==> config.mk <==
export PLATFORM = sky130hd
export DESIGN_NAME = dcache_top
export DESIGN_NICKNAME = d
export VERILOG_FILES = /design/src/design/dcache_pkg.sv /design/src/design/dcache_line_store.sv /design/src/design/dcache_req_decode.sv /design/src/design/dcache_miss_exec.sv /design/src/design/dcache_resp.sv /design/src/design/dcache_top.sv
export SDC_FILE = /design/constraint.sdc
export NUM_CORES = 1
export LEC_CHECK = 0
export BUFFER_PORTS_ARGS = -buffer_cell sky130_fd_sc_hd__buf_2
export CAP_MARGIN = 20
export CELL_PAD_IN_SITES_DETAIL_PLACEMENT = 2
export CELL_PAD_IN_SITES_GLOBAL_PLACEMENT = 2
export CORE_UTILIZATION = 48
export DETAILED_ROUTE_END_ITERATION = 10
export PLACE_DENSITY_LB_ADDON = 0.12
export REMOVE_ABC_BUFFERS = 1
export SLEW_MARGIN = 30
export SYNTH_ARGS = -nofsm -noshare
export SYNTH_HDL_FRONTEND = slang
export SYNTH_HIERARCHICAL = 1
export SYNTH_SLANG_ARGS = --single-unit
==> constraint.sdc <==
create_clock -name clk -period 5.4 [get_ports clk]
set_input_delay 0.54 -clock clk [delete_from_list [all_inputs] [get_ports clk]]
set_output_delay 0.54 -clock clk [all_outputs]
set_load 0.02 [all_outputs]
==> src/design/dcache_pkg.sv <==
package dcache_pkg;

  // sizes
  localparam int addr_w    = 32;
  localparam int data_w    = 32;
  localparam int strb_w    = 4;
  localparam int index_w   = 4;
  localparam int num_lines = 16;
  // address bits 31..6, index in 5..2, byte offset in 1..0
  localparam int tag_w     = 26;

  typedef enum logic {
    op_read,
    op_write
  } cpu_op_e;

  typedef enum logic [1:0] {
    acc_hit,
    acc_clean_miss,
    acc_dirty_miss
  } access_kind_e;

  typedef enum logic [2:0] {
    ms_idle,
    ms_wb_addr,
    ms_wb_resp,
    ms_fill_addr,
    ms_fill_data,
    ms_done
  } miss_state_e;

  // one cpu word access
  typedef struct packed {
    cpu_op_e             op;
    logic [addr_w-1:0]   addr;
    logic [data_w-1:0]   wdata;
    logic [strb_w-1:0]   strb;
  } cpu_req_t;

  // result of the combinational tag lookup
  typedef struct packed {
    logic                hit;
    logic                dirty;
    logic [data_w-1:0]   line_data;
    logic [addr_w-1:0]   victim_addr;
  } lookup_t;

  // write command into the line store
  typedef struct packed {
    logic                en;
    logic                fill;
    logic [addr_w-1:0]   addr;
    logic [data_w-1:0]   data;
    logic [strb_w-1:0]   strb;
    logic                set_dirty;
  } store_wr_t;

endpackage

==> src/design/dcache_line_store.sv <==
`timescale 1ns/10ps
`default_nettype none

module dcache_line_store (
  input  logic                             clk,
  input  logic                             reset,
  input  logic [dcache_pkg::addr_w-1:0]    lookup_addr,
  input  dcache_pkg::store_wr_t            wr,
  output dcache_pkg::lookup_t              lookup
);

  logic [dcache_pkg::tag_w-1:0]   tag_mem  [dcache_pkg::num_lines];
  logic [dcache_pkg::data_w-1:0]  data_mem [dcache_pkg::num_lines];
  logic [dcache_pkg::num_lines-1:0] valid;
  logic [dcache_pkg::num_lines-1:0] dirty;

  logic [dcache_pkg::index_w-1:0] rd_idx;
  logic [dcache_pkg::tag_w-1:0]   rd_tag;
  logic [dcache_pkg::index_w-1:0] wr_idx;
  logic [dcache_pkg::tag_w-1:0]   wr_tag;

  assign rd_idx = lookup_addr[dcache_pkg::index_w+1:2];
  assign rd_tag = lookup_addr[dcache_pkg::addr_w-1 -: dcache_pkg::tag_w];
  assign wr_idx = wr.addr[dcache_pkg::index_w+1:2];
  assign wr_tag = wr.addr[dcache_pkg::addr_w-1 -: dcache_pkg::tag_w];

  // tag compare and victim address
  always_comb begin
    lookup.hit         = valid[rd_idx] && (tag_mem[rd_idx] == rd_tag);
    lookup.dirty       = valid[rd_idx] && dirty[rd_idx];
    lookup.line_data   = data_mem[rd_idx];
    lookup.victim_addr = {tag_mem[rd_idx], rd_idx, 2'b00};
  end

  // line status bits
  always_ff @(posedge clk) begin
    if (reset) begin
      valid <= '0;
      dirty <= '0;
    end else if (wr.en) begin
      valid[wr_idx] <= 1'b1;
      dirty[wr_idx] <= wr.set_dirty;
    end
  end

  // tag and data arrays
  always_ff @(posedge clk) begin
    if (wr.en) begin
      tag_mem[wr_idx] <= wr_tag;
      if (wr.fill) begin
        data_mem[wr_idx] <= wr.data;
      end else begin
        for (int b = 0; b < dcache_pkg::strb_w; b++) begin
          if (wr.strb[b]) begin
            data_mem[wr_idx][8*b +: 8] <= wr.data[8*b +: 8];
          end
        end
      end
    end
  end

  // a fill from memory always leaves the line clean
  a_fill_clean : assert property (
    @(posedge clk) disable iff (reset)
    wr.en |-> !(wr.fill && wr.set_dirty)
  );

endmodule

`default_nettype wire

==> src/design/dcache_req_decode.sv <==
`timescale 1ns/10ps
`default_nettype none

module dcache_req_decode (
  input  logic                        clk,
  input  logic                        reset,
  input  logic                        req,
  input  dcache_pkg::cpu_req_t        cpu_req,
  input  dcache_pkg::lookup_t         lookup,
  input  logic                        ack,
  output dcache_pkg::cpu_req_t        cur_req,
  output logic                        start,
  output dcache_pkg::access_kind_e    kind
);

  logic req_q;
  logic ack_q;
  logic busy;
  logic classify;
  logic issued;
  logic ack_fall;
  logic capture;

  assign ack_fall = ack_q && !ack;
  // a new req can follow right behind the falling ack
  assign capture  = req && !req_q && (!busy || ack_fall);

  always_ff @(posedge clk) begin
    if (reset) begin
      req_q    <= 1'b0;
      ack_q    <= 1'b0;
      busy     <= 1'b0;
      classify <= 1'b0;
      start    <= 1'b0;
      issued   <= 1'b0;
      kind     <= dcache_pkg::acc_hit;
    end else begin
      req_q    <= req;
      ack_q    <= ack;
      start    <= 1'b0;
      classify <= capture;
      if (capture) begin
        busy <= 1'b1;
      end else if (ack_fall) begin
        busy <= 1'b0;
      end
      if (classify) begin
        start <= 1'b1;
        if (lookup.hit) begin
          kind <= dcache_pkg::acc_hit;
        end else if (lookup.dirty) begin
          kind <= dcache_pkg::acc_dirty_miss;
        end else begin
          kind <= dcache_pkg::acc_clean_miss;
        end
      end
      // set once the first start has gone out
      if (start) begin
        issued <= 1'b1;
      end else if (ack_fall) begin
        issued <= 1'b0;
      end
    end
  end

  // request payload
  always_ff @(posedge clk) begin
    if (capture) begin
      cur_req <= cpu_req;
    end
  end

  // one start per access
  a_single_start : assert property (
    @(posedge clk) disable iff (reset)
    start |-> !issued
  );

endmodule

`default_nettype wire

==> src/design/dcache_miss_exec.sv <==
`timescale 1ns/10ps
`default_nettype none

module dcache_miss_exec (
  input  logic                            clk,
  input  logic                            reset,
  input  logic                            start,
  input  dcache_pkg::access_kind_e        kind,
  input  dcache_pkg::cpu_req_t            cur_req,
  input  logic [dcache_pkg::data_w-1:0]   victim_data,
  input  logic [dcache_pkg::addr_w-1:0]   victim_addr,

  // axi4 lite read channels
  output logic [dcache_pkg::addr_w-1:0]   araddr,
  output logic                            arvalid,
  input  logic                            arready,
  input  logic [dcache_pkg::data_w-1:0]   rdata_m,
  input  logic                            rvalid,
  output logic                            rready,

  // axi4 lite write channels
  output logic [dcache_pkg::addr_w-1:0]   awaddr,
  output logic                            awvalid,
  input  logic                            awready,
  output logic [dcache_pkg::data_w-1:0]   wdata,
  output logic [dcache_pkg::strb_w-1:0]   wstrb,
  output logic                            wvalid,
  input  logic                            wready,
  input  logic                            bvalid,
  output logic                            bready,

  output dcache_pkg::store_wr_t           fill_wr,
  output logic                            done
);

  dcache_pkg::miss_state_e state;

  logic [dcache_pkg::addr_w-1:0] fill_addr;
  logic aw_left;
  logic w_left;
  logic r_xfer;

  assign fill_addr = {cur_req.addr[dcache_pkg::addr_w-1:2], 2'b00};
  assign aw_left   = awvalid && !awready;
  assign w_left    = wvalid && !wready;
  assign r_xfer    = (state == dcache_pkg::ms_fill_data) && rvalid && rready;
  assign done      = (state == dcache_pkg::ms_done);

  // returned word goes straight into the line, clean
  always_comb begin
    fill_wr.en        = r_xfer;
    fill_wr.fill      = 1'b1;
    fill_wr.addr      = fill_addr;
    fill_wr.data      = rdata_m;
    fill_wr.strb      = '1;
    fill_wr.set_dirty = 1'b0;
  end

  always_ff @(posedge clk) begin
    if (reset) begin
      state   <= dcache_pkg::ms_idle;
      arvalid <= 1'b0;
      rready  <= 1'b0;
      awvalid <= 1'b0;
      wvalid  <= 1'b0;
      bready  <= 1'b0;
    end else begin
      case (state)
        dcache_pkg::ms_idle: begin
          if (start && kind == dcache_pkg::acc_dirty_miss) begin
            // aw and w go out together
            awaddr  <= victim_addr;
            wdata   <= victim_data;
            wstrb   <= '1;
            awvalid <= 1'b1;
            wvalid  <= 1'b1;
            state   <= dcache_pkg::ms_wb_addr;
          end else if (start && kind == dcache_pkg::acc_clean_miss) begin
            araddr  <= fill_addr;
            arvalid <= 1'b1;
            state   <= dcache_pkg::ms_fill_addr;
          end
        end
        dcache_pkg::ms_wb_addr: begin
          if (awready) begin
            awvalid <= 1'b0;
          end
          if (wready) begin
            wvalid <= 1'b0;
          end
          if (!aw_left && !w_left) begin
            bready <= 1'b1;
            state  <= dcache_pkg::ms_wb_resp;
          end
        end
        dcache_pkg::ms_wb_resp: begin
          if (bvalid) begin
            bready  <= 1'b0;
            araddr  <= fill_addr;
            arvalid <= 1'b1;
            state   <= dcache_pkg::ms_fill_addr;
          end
        end
        dcache_pkg::ms_fill_addr: begin
          if (arready) begin
            arvalid <= 1'b0;
            rready  <= 1'b1;
            state   <= dcache_pkg::ms_fill_data;
          end
        end
        dcache_pkg::ms_fill_data: begin
          if (rvalid) begin
            rready <= 1'b0;
            state  <= dcache_pkg::ms_done;
          end
        end
        dcache_pkg::ms_done: begin
          state <= dcache_pkg::ms_idle;
        end
        default: begin
          state <= dcache_pkg::ms_idle;
        end
      endcase
    end
  end

  // valid must wait for its ready
  a_ar_hold : assert property (
    @(posedge clk) disable iff (reset)
    arvalid && !arready |=> arvalid
  );

  a_aw_hold : assert property (
    @(posedge clk) disable iff (reset)
    awvalid && !awready |=> awvalid
  );

endmodule

`default_nettype wire

==> src/design/dcache_resp.sv <==
`timescale 1ns/10ps
`default_nettype none

module dcache_resp (
  input  logic                            clk,
  input  logic                            reset,
  input  logic                            req,
  input  logic                            start,
  input  dcache_pkg::access_kind_e        kind,
  input  logic                            done,
  input  dcache_pkg::cpu_req_t            cur_req,
  input  dcache_pkg::lookup_t             lookup,
  output logic                            ack,
  output logic [dcache_pkg::data_w-1:0]   rdata,
  output dcache_pkg::store_wr_t           cpu_wr
);

  logic complete;

  assign complete = (start && kind == dcache_pkg::acc_hit) || done;

  // strobed merge, marks the line dirty
  always_comb begin
    cpu_wr.en        = complete && (cur_req.op == dcache_pkg::op_write);
    cpu_wr.fill      = 1'b0;
    cpu_wr.addr      = cur_req.addr;
    cpu_wr.data      = cur_req.wdata;
    cpu_wr.strb      = cur_req.strb;
    cpu_wr.set_dirty = 1'b1;
  end

  always_ff @(posedge clk) begin
    if (reset) begin
      ack <= 1'b0;
    end else if (complete) begin
      ack <= 1'b1;
    end else if (ack && !req) begin
      ack <= 1'b0;
    end
  end

  always_ff @(posedge clk) begin
    if (complete && cur_req.op == dcache_pkg::op_read) begin
      rdata <= lookup.line_data;
    end
  end

  a_ack_needs_req : assert property (
    @(posedge clk) disable iff (reset)
    !ack && !req |=> !ack
  );

endmodule

`default_nettype wire

==> src/design/dcache_top.sv <==
`timescale 1ns/10ps
`default_nettype none

module dcache_top (
  input  logic                            clk,
  input  logic                            reset,

  // cpu side
  input  logic                            req,
  input  dcache_pkg::cpu_req_t            cpu_req,
  output logic                            ack,
  output logic [dcache_pkg::data_w-1:0]   rdata,

  // memory side, axi4 lite
  output logic [dcache_pkg::addr_w-1:0]   araddr,
  output logic                            arvalid,
  input  logic                            arready,
  output logic [2:0]                      arprot,
  input  logic [dcache_pkg::data_w-1:0]   rdata_m,
  input  logic                            rvalid,
  output logic                            rready,
  output logic [dcache_pkg::addr_w-1:0]   awaddr,
  output logic                            awvalid,
  input  logic                            awready,
  output logic [2:0]                      awprot,
  output logic [dcache_pkg::data_w-1:0]   wdata,
  output logic [dcache_pkg::strb_w-1:0]   wstrb,
  output logic                            wvalid,
  input  logic                            wready,
  input  logic                            bvalid,
  output logic                            bready
);

  // unprivileged secure data access
  assign arprot = 3'b000;
  assign awprot = 3'b000;

  dcache_pkg::cpu_req_t     cur_req;
  dcache_pkg::lookup_t      lookup;
  dcache_pkg::access_kind_e kind;
  dcache_pkg::store_wr_t    fill_wr;
  dcache_pkg::store_wr_t    cpu_wr;
  dcache_pkg::store_wr_t    store_wr;
  logic                     start;
  logic                     done;

  // fill from memory wins over the cpu merge
  assign store_wr = fill_wr.en ? fill_wr : cpu_wr;

  dcache_line_store line_store_i (
    .clk,
    .reset,
    .lookup_addr (cur_req.addr),
    .wr          (store_wr),
    .lookup
  );

  dcache_req_decode req_decode_i (
    .clk,
    .reset,
    .req,
    .cpu_req,
    .lookup,
    .ack,
    .cur_req,
    .start,
    .kind
  );

  dcache_miss_exec miss_exec_i (
    .clk,
    .reset,
    .start,
    .kind,
    .cur_req,
    .victim_data (lookup.line_data),
    .victim_addr (lookup.victim_addr),
    .araddr,
    .arvalid,
    .arready,
    .rdata_m,
    .rvalid,
    .rready,
    .awaddr,
    .awvalid,
    .awready,
    .wdata,
    .wstrb,
    .wvalid,
    .wready,
    .bvalid,
    .bready,
    .fill_wr,
    .done
  );

  dcache_resp resp_i (
    .clk,
    .reset,
    .req,
    .start,
    .kind,
    .done,
    .cur_req,
    .lookup,
    .ack,
    .rdata,
    .cpu_wr
  );

endmodule

`default_nettype wire

==> impl_metrics.env, run 1 <==
export IMPL_status="complete, no violations"
export IMPL_finalSetupViolations=0
export IMPL_fin_nets=2660
export IMPL_finish_instance_area_um2=52700
export IMPL_holdWs_ns=0.03964
export IMPL_port_buffers=238
export IMPL_grt_util_all_layers_pct=27.07
export IMPL_syn2layout_area_growth_pct=12.76
export IMPL_syn_avg_cell_area_um2=20.27
export IMPL_drtIter0Drc=2168
export IMPL_clkLatencyLatePin_ns=0.73
export IMPL_pre_cts_ws_ns=0.9339
export IMPL_route_detailed_drc=0
export IMPL_hold_viol_final=0
export IMPL_drt_vias_per_instance=5.939
export IMPL_place_gp_congestion=0.7810
export IMPL_gr_total_overflow=0
export IMPL_cts_buffer_depth=3
export IMPL_placed_area_um2=48300
export IMPL_holdPathEnd="miss_exec_i/wvalid"
export IMPL_hpwl_mm=79.77
export IMPL_min_delay_path_class="input port to flip-flop"
export IMPL_r2r_setup_slack_ns=1.07
export IMPL_critPathMaxFanout=90
export IMPL_cts_num_sinks=1169
export IMPL_critPathLaunch="req_decode_i/cur_req[40]"
export IMPL_place_inst=3636
export IMPL_ys_warn_count=6
export IMPL_initial_core_util_pct=48.40
export IMPL_hold_path_cell_count=2
export IMPL_regToRegStartpoint="req_decode_i/cur_req[40]"
export IMPL_cts_tree="yes"
export IMPL_setup_tns_ns=0
export IMPL_relSlewSlack_pct=33.29
export IMPL_diodes=0
export IMPL_die_h_um=314.0
export IMPL_grt_pass1_vias=25670
export IMPL_setup_slack_ns=1.068
export IMPL_die_x_um=314.0
export IMPL_drive_gt1_share_pct=32.23
export IMPL_finClkSkew_ns=0.03358
export IMPL_grt_first_pass_wirelength_mm=188.4
export IMPL_ioPinCount=253
export IMPL_tightest_slew_ns=0.9970
export IMPL_cts_root_buf="clkbuf_16"
export IMPL_fillers=8161
export IMPL_rsz0062_at_grt="no"
export IMPL_reg2regPathDepth=11
export IMPL_ant_nets=0
export IMPL_grt_max_degree=91
export IMPL_finalCoreUtilization_pct=54.57
export IMPL_critPathArrivalTime_ns=4.88
export IMPL_max_cap_violations=0
export IMPL_wl_per_cell_um=33.68
export IMPL_ir_drop_v=0.0003314
export IMPL_worstHoldStart="wready"
export IMPL_synth_cells=2306
export IMPL_htreeDepth=3
export IMPL_min_period_over_period_pct=80.22
export IMPL_wl_mm=132.1
export IMPL_netlist_area_um2=46730
export IMPL_dr_pass1_iters=5
export IMPL_path_clk_slew_ns=0.06
export IMPL_end_kind="flip-flop"
export IMPL_cts_inserted_buffers=121
export IMPL_p_leak_nw=17.44
export IMPL_total_power_mw=19.09
export IMPL_critPathLaunchType="flip-flop"
export IMPL_cp_required_ns=5.95
export IMPL_critPathKind="flip-flop to flip-flop"
export IMPL_power_density_nw_per_um2=362.2
export IMPL_grt_antenna_before_repair=1
export IMPL_max_freq_ghz=0.2309
export IMPL_rr_endpoint="req_decode_i/kind[0]"
export IMPL_row_count=114
export IMPL_core_um2=96570
export IMPL_maxSlewViolCount=0
export IMPL_instances_no_fill=3923
export IMPL_min_period_ns=4.332
export IMPL_vias=23300
export IMPL_die_area_um2=98610
==> worst max-delay path, cell delays in order (launching register included) <==
cell       delay [ns]
edfxtp_1         0.53
buf_12           0.46
inv_2            0.54
a32oi_1          0.48
a22oi_1          0.19
nor4_1           0.48
buf_4            0.22
o2111ai_1        0.20
nor4_2           0.40
buf_4            0.22
or3b_1           0.14
a21oi_1          0.09
==> final cells by class <==
class / instances / area, um^2 / share of cell area, %
Timing Repair Buffer: 367 / 2480 / 4.706
Multi-Input combinational cell: 843 / 10160 / 19.28
Tap cell: 1276 / 1597 / 3.030
Clock buffer: 147 / 3147 / 5.972
Sequential cell: 1169 / 34620 / 65.70
Inverter: 49 / 186.4 / 0.3538
Clock inverter: 72 / 503.0 / 0.9545
==> cell usage in the layout, fill, tap and decap left out, drive strengths merged, types with 5 or more instances in the layout <==
cell / n
nand3: 9
mux2: 73
dfxtp: 48
a31oi: 6
nand2b: 10
mux2i: 51
nor2: 104
o21ai: 18
edfxtp: 1121
buf: 301
inv: 52
a21oi: 60
bufinv: 5
nor2b: 16
and3: 8
nand2: 84
mux4: 268
and2: 5
o22ai: 5
conb: 22
nand4: 5
or3: 5
a22oi: 12
dlygate4sd3: 66
clkinvlp: 6
clkinv: 58
xor2: 10
clkbuf: 147
a211oi: 9
xnor2: 11
==> per-layer routing <==
| metal | track usage [%] | share of wire [%] | wire, um | vias up |
|---|---|---|---|---|
| met5 | 0 | 0.0098 | 13 | - |
| met4 | 6.685 | 2.1 | 2748 | 2 |
| met3 | 3.399 | 4.7 | 6201 | 196 |
| met2 | 47.42 | 52 | 69010 | 815 |
| met1 | 36.02 | 41 | 54140 | 12730 |
| li1 | - | - | - | 9560 |
==> state kept, by name (all words and copies together), names as in the netlist, 2 cells and up <==
| register | flops |
|---|---|
| line_store_i/tag_mem | 416 |
| line_store_i/dirty | 16 |
| miss_exec_i/wdata | 32 |
| line_store_i/valid | 16 |
| miss_exec_i/awaddr | 32 |
| line_store_i/data_mem | 512 |
| miss_exec_i/araddr | 30 |
| resp_i/rdata | 32 |
| miss_exec_i/state | 3 |
| req_decode_i/kind | 2 |
| req_decode_i/cur_req | 67 |
==> worst max path at each step <==
stage / endpoint / slack (ns) / depth (start not counted)
2_1_floorplan: req_decode_i/kind[0] / -6.71 / 9
3_3_place_gp: req_decode_i/kind[1] / 0.96 / 13
3_5_place_dp: req_decode_i/kind[0] / 0.93 / 12
4_1_cts: req_decode_i/kind[0] / 0.73 / 13
5_1_grt: req_decode_i/kind[0] / 0.92 / 14
6_report: req_decode_i/kind[0] / 1.07 / 11
==> repair_timing <==
| action | in CTS | in global routing |
|---|---|---|
| endpoints found under the setup margin | 0 | 0 |
| hold endpoints to repair | 66 | 0 |
| hold buffers | 66 | 0 |
| buffers inserted | 0 | 0 |
| gates resized for setup | 0 | 0 |
==> power breakdown <==
group | switching, mW | internal [mW]
registers | 0.0666 | 10.0
clock network | 3.56 | 4.35
logic | 0.642 | 0.433
Power figures use the tool's default switching activity.
==> run 2: changes to the inputs <==
--- a/config.mk
+++ b/config.mk
@@ -5,11 +5,12 @@
 export SDC_FILE = /design/constraint.sdc
 export NUM_CORES = 1
 export LEC_CHECK = 0
+export ABC_AREA = 1
 export BUFFER_PORTS_ARGS = -buffer_cell sky130_fd_sc_hd__buf_2
 export CAP_MARGIN = 20
 export CELL_PAD_IN_SITES_DETAIL_PLACEMENT = 2
 export CELL_PAD_IN_SITES_GLOBAL_PLACEMENT = 2
-export CORE_UTILIZATION = 48
+export CORE_UTILIZATION = 42
 export DETAILED_ROUTE_END_ITERATION = 10
 export PLACE_DENSITY_LB_ADDON = 0.12
 export REMOVE_ABC_BUFFERS = 1
==> constraint.sdc (replaced) <==
create_clock -name clk -period 4.37 [get_ports clk]
set_input_delay 0.437 -clock clk [delete_from_list [all_inputs] [get_ports clk]]
set_output_delay 0.437 -clock clk [all_outputs]
set_load 0.02 [all_outputs]
==> impl_metrics.env, run 2 <==
export IMPL_power_density_nw_per_um2=454.8
export IMPL_cts_setup_buffers=0
export IMPL_reg2regPathDepth=17
export IMPL_rr_endpoint="req_decode_i/kind[1]"
export IMPL_critPathLaunch="req_decode_i/cur_req[38]"
export IMPL_finish_instance_area_um2=54840
export IMPL_hpwl_mm=88.98
export IMPL_port_buffers=238
export IMPL_largest_reg_flops=512
export IMPL_min_delay_path_class="input port to flip-flop"
export IMPL_grt_max_degree=115
export IMPL_grt_antenna_before_repair=3
export IMPL_maxSlewViolCount=0
export IMPL_drt_met1_wl_mm=65.21
export IMPL_clkLatencyLatePin_ns=0.75
export IMPL_grt_util_all_layers_pct=26.81
export IMPL_initial_core_util_pct=42.49
export IMPL_wl_mm=155.5
export IMPL_r2r_setup_slack_ns=0.75
export IMPL_path_clk_slew_ns=0.06
export IMPL_critPathLaunchType="flip-flop"
export IMPL_die_h_um=340.1
export IMPL_p_leak_nw=20.43
export IMPL_wl_met3_mm=6.042
export IMPL_met2_length_mm=80.32
export IMPL_tightest_slew_ns=0.9792
export IMPL_total_power_mw=24.94
export IMPL_drtIter0Drc=2433
export IMPL_row_count=123
export IMPL_max_freq_ghz=0.2763
export IMPL_cts_buffer_depth=3
export IMPL_placed_area_um2=50060
export IMPL_cts_root_buf="clkbuf_16"
export IMPL_synth_cells=4032
export IMPL_die_area_um2=115600
export IMPL_rsz0062_at_grt="no"
export IMPL_max_cap_violations=0
export IMPL_core_um2=113000
export IMPL_grt_pass1_vias=35590
export IMPL_gr_total_overflow=0
export IMPL_syn_avg_cell_area_um2=11.90
export IMPL_largestRegisters="line_store_i/data_mem (512), line_store_i/tag_mem (416), req_decode_i/cur_req (67)"
export IMPL_vias=32410
export IMPL_cp_endpoint="req_decode_i/kind[1]"
export IMPL_fin_nets=4366
export IMPL_min_period_ns=3.619
export IMPL_finalCoreUtilization_pct=48.55
export IMPL_hold_viol_final=0
export IMPL_critPathKind="flip-flop to flip-flop"
export IMPL_die_x_um=340.1
export IMPL_netlist_area_um2=48000
export IMPL_highest_layer="met4"
export IMPL_instances_no_fill=5854
export IMPL_place_gp_congestion=0.7317
export IMPL_dr_pass1_iters=5
export IMPL_grt_first_pass_wirelength_mm=230.0
export IMPL_end_kind="flip-flop"
export IMPL_drt_vias_per_instance=5.536
export IMPL_syn2layout_area_growth_pct=14.25
export IMPL_route_detailed_drc=0
export IMPL_htreeDepth=4
export IMPL_top_register="line_store_i/data_mem"
export IMPL_cts_tree="yes"
export IMPL_critPathArrivalTime_ns=4.21
export IMPL_ys_warn_count=6
export IMPL_cp_required_ns=4.96
export IMPL_critPathMaxFanout=87
export IMPL_min_period_over_period_pct=82.82
export IMPL_ir_drop_v=0.0003065
export IMPL_status="complete, no violations"
export IMPL_drive_gt1_share_pct=13.92
export IMPL_place_inst=5549
export IMPL_ant_nets=0
export IMPL_final_common_cell="edfxtp_1"
export IMPL_wl_per_cell_um=26.56
export IMPL_cts_num_sinks=1169
export IMPL_ioPinCount=253
export IMPL_final_cell_mix="edfxtp_1, nand2_1, nor2_1"
export IMPL_finalSetupViolations=0
export IMPL_regToRegStartpoint="req_decode_i/cur_req[38]"
export IMPL_relSlewSlack_pct=34.72
export IMPL_cts_inserted_buffers=132
export IMPL_finClkSkew_ns=0.02349
## run 2: cell types whose count changed in the layout (fill, tap and decap cells not counted), sizes merged, moves of 18 or more
cell / previous run / this run
nand2: 84 / 923
nor2: 104 / 475
o21ai: 18 / 310
nand3: 9 / 293
mux4: 268 / 0
inv: 52 / 245
o221ai: 2 / 98
buf: 301 / 380
mux2: 73 / 0
mux2i: 51 / 0
o211ai: 3 / 45
o22ai: 5 / 35
clkbuf: 147 / 168
a21oi: 60 / 42
## run 2: how the worst min path moves through the flow
stage / from / end / slack, ns / cells past startpoint
floorplan: line_store_i/valid[0] / line_store_i/valid[0] / 0.42 / 2
global placement: line_store_i/valid[0] / line_store_i/valid[0] / 0.43 / 2
detailed placement: line_store_i/valid[12] / line_store_i/valid[12] / 0.45 / 2
CTS: bvalid / miss_exec_i/bready / 0.20 / 5
global route: arready / miss_exec_i/arvalid / 0.26 / 7
finish: arready / miss_exec_i/arvalid / 0.23 / 7
## run 2: report_power, final
part / switching, mW / internal (mW) / total, mW
clock network: 4.54 / 6.01 / 10.6
registers: 0.0953 / 12.5 / 12.6
logic: 1.32 / 0.469 / 1.78
## run 2: final cells by class
cell class / count / area, um^2
inverters: 239 / 928.4
multi-input cells: 2261 / 10180
clock inverters: 62 / 478.0
flip-flops and latches: 1169 / 34620
fillers: 11190 / 58120
diodes: 1 / 2.502
well taps: 1500 / 1877
repair buffers: 454 / 3217
clock buffers: 168 / 3533
## run 2: per-layer routing
metal / track usage [%] / vias to the layer above
met1: 34.06 / 17030
met2: 47.73 / 801
met3: 3.262 / 256
met4: 8.136 / 0
met5: 0 / -
li1: - / 14320
## run 2: critical path, stage by stage, from the launching register on
cell	delay [ns]
edfxtp_1	0.51
buf_12	0.39
buf_12	0.43
nand2_1	0.10
nand3_1	0.10
nand3_1	0.09
nand3_1	0.18
nand2_1	0.12
nand2_1	0.09
nand2_1	0.11
nor2_1	0.23
nand2_1	0.15
nor2_1	0.13
nand2_1	0.12
nor2_1	0.34
inv_1	0.10
nand3_1	0.08
a21oi_1	0.06
## run 2: through the flow
stage	hold WS (ns)	setup slack, ns	setup TNS (ns)
after floorplan	0.4208	-9.598	-5180.59
after global routing	0.2602	0.4975	0
after global placement	0.4333	0.7912	0
after detailed placement	0.4469	0.7590	0
after CTS	0.2021	0.6895	0
final	0.2310	0.7506	0
## run 2: repair_timing
item / 4_1_cts / 5_1_grt
endpoints found under the setup margin: 0 / 0
resized for setup: 0 / 0
hold buffers: 74 / 0
endpoints found under the hold margin: 74 / 0
==> run 3: changes to the inputs <==
--- a/config.mk
+++ b/config.mk
@@ -10,7 +10,7 @@
 export CAP_MARGIN = 20
 export CELL_PAD_IN_SITES_DETAIL_PLACEMENT = 2
 export CELL_PAD_IN_SITES_GLOBAL_PLACEMENT = 2
-export CORE_UTILIZATION = 42
+export CORE_UTILIZATION = 38
 export DETAILED_ROUTE_END_ITERATION = 10
 export PLACE_DENSITY_LB_ADDON = 0.12
 export REMOVE_ABC_BUFFERS = 1
==> constraint.sdc (replaced) <==
create_clock -name clk -period 3.3 [get_ports clk]
set_input_delay 0.33 -clock clk [delete_from_list [all_inputs] [get_ports clk]]
set_output_delay 0.33 -clock clk [all_outputs]
set_load 0.02 [all_outputs]
==> impl_metrics.env, run 3 (synthesized netlist as in run 2, its figures left out) <==
export IMPL_status="complete, no violations"
export IMPL_htreeDepth=4
export IMPL_largest_reg_flops=512
export IMPL_power_density_nw_per_um2=603.8
export IMPL_port_buffers=238
export IMPL_end_kind="flip-flop"
export IMPL_grt_first_pass_wirelength_mm=225.8
export IMPL_cts_buffer_depth=3
export IMPL_cts_tree="yes"
export IMPL_vias=32050
export IMPL_final_common_cell="edfxtp_1"
export IMPL_die_x_um=357.4
export IMPL_critPathLaunchType="flip-flop"
export IMPL_fin_nets=4415
export IMPL_critPathMaxFanout=29
export IMPL_min_period_over_period_pct=94.31
export IMPL_tightest_slew_ns=0.8825
export IMPL_gr_total_overflow=0
export IMPL_hold_path_cell_count=4
export IMPL_path_clk_slew_ns=0.07
export IMPL_grt_pass1_vias=34980
export IMPL_row_count=130
export IMPL_grt_util_met2_pct=41.58
export IMPL_drive_gt1_share_pct=14.91
export IMPL_max_freq_ghz=0.3213
export IMPL_max_cap_violations=0
export IMPL_core_um2=125400
export IMPL_cts_inserted_buffers=136
export IMPL_wl_per_cell_um=25.28
export IMPL_drt_vias_per_instance=5.292
export IMPL_p_leak_nw=20.82
export IMPL_regToRegStartpoint="req_decode_i/cur_req[38]"
export IMPL_grtUsageMet1_pct=31.67
export IMPL_cts_setup_buffers=0
export IMPL_initial_core_util_pct=38.27
export IMPL_diodes=0
export IMPL_cp_slowest_cell="edfxtp_1"
export IMPL_drtIter0Drc=2204
export IMPL_worstHoldStart="rdata_m[9]"
export IMPL_finalSetupViolations=0
export IMPL_cts_root_buf="clkbuf_16"
export IMPL_final_cell_mix="edfxtp_1, nand2_1, nor2_1"
export IMPL_place_gp_congestion=0.7445
export IMPL_top_register="line_store_i/data_mem"
export IMPL_grt_util_all_layers_pct=24.05
export IMPL_finClkSkew_ns=0.02825
export IMPL_reg2regPathDepth=18
export IMPL_wl_mm=153.1
export IMPL_ioPinCount=253
export IMPL_holdWs_ns=0.1018
export IMPL_critPathArrivalTime_ns=3.74
export IMPL_grt_max_degree=162
export IMPL_die_h_um=357.4
export IMPL_path_common_cell="nand2_1"
export IMPL_route_detailed_drc=0
export IMPL_grt_antenna_before_repair=3
export IMPL_total_power_mw=33.73
export IMPL_rsz0062_at_grt="no"
export IMPL_cts_num_sinks=1169
export IMPL_min_delay_path_class="input port to flip-flop"
export IMPL_critPathKind="flip-flop to flip-flop"
export IMPL_ant_nets=0
export IMPL_maxSlewViolCount=0
export IMPL_die_area_um2=127700
export IMPL_hold_viol_final=0
export IMPL_ir_drop_v=0.0005393
export IMPL_relSlewSlack_pct=41.16
export IMPL_fillers=12660
export IMPL_hpwl_mm=90.68
export IMPL_min_period_ns=3.112
export IMPL_critPathLaunch="req_decode_i/cur_req[38]"
export IMPL_grtUsageMet3_pct=3.347
export IMPL_clkLatencyLatePin_ns=0.77
export IMPL_cp_required_ns=3.92
export IMPL_busiest_layer="met2"
export IMPL_largestRegisters="line_store_i/data_mem (512), line_store_i/tag_mem (416), req_decode_i/cur_req (67)"
export IMPL_path_cells="buf_12 -> buf_12 -> buf_12 -> or2_2 -> nand3_1 -> nand3_1 -> nand3_1 -> nand2_1 -> nand2_1 -> nand2_1 -> nor2_1 -> nand2_1 -> nor2_1 -> nand2_1 -> nor2_1 -> inv_1 -> nand3_1 -> a21oi_1"
export IMPL_cpPeakStageDelay_ns=0.42
export IMPL_syn2layout_area_growth_pct=16.41
export IMPL_dr_pass1_iters=7
-- run 3: timing repair --
action,CTS,global route
hold buffers,73,0
hold endpoints to repair,80,0
gates resized for setup,0,5
setup endpoints to repair,0,83
-- run 3: power by group --
group	internal [mW]	switching [mW]
Clock	8.54	6.04
Sequential	16.6	0.120
Combinational	0.683	1.79
-- run 3: layout make-up --
| cell class | count | area, um^2 | area share (%) |
|---|---|---|---|
| repair buffers | 499 | 3834 | 6.862 |
| clock buffers | 189 | 3790 | 6.783 |
| well taps | 1650 | 2064 | 3.695 |
| clock inverters | 50 | 445.4 | 0.7972 |
| flip-flops and latches | 1169 | 34620 | 61.97 |
| multi-input cells | 2261 | 10180 | 18.22 |
| inverters | 239 | 934.6 | 1.673 |
-- run 3: worst paths after layout --
path / endpoint / slack [ns]
min: line_store_i/data_mem[13][9] / 0.10
min reg2reg: line_store_i/valid[0] / 0.45
max reg2reg: req_decode_i/kind[1] / 0.19
max: req_decode_i/kind[1] / 0.19
-- run 3: metrics by stage --
stage / cell area, um^2 / TNS (ns) / cells / worst slack (ns) / utilization (%)
after detailed placement: 50890 / 0 / 5745 / 0.1120 / 40.58
after global routing: 55870 / 0 / 6057 / 0.001157 / 44.55
after floorplan: 45670 / -7092.95 / 3669 / -10.67 / -
after global placement: 50870 / 0 / 5744 / 0.1334 / 40.56
after CTS: 55860 / 0 / 6057 / 0.05757 / 44.54
final: 55870 / 0 / 6057 / 0.1876 / 44.55
-- run 3: critical path, delay by kind of cell (launching register included) --
family	cells	cell delay, ns
buffers and inverters	4	0.61
DFF	1	0.42
AOI/OAI and AO/OA	1	0.07
and+or+nand+nor	13	1.84
-- run 3: routing by layer --
layer / vias to the layer above / part of all wire [%]
li1: 14430 / -
met1: 16800 / 44
met2: 635 / 50
met3: 187 / 3.7
met4: 4 / 2.0
met5: - / 0.018
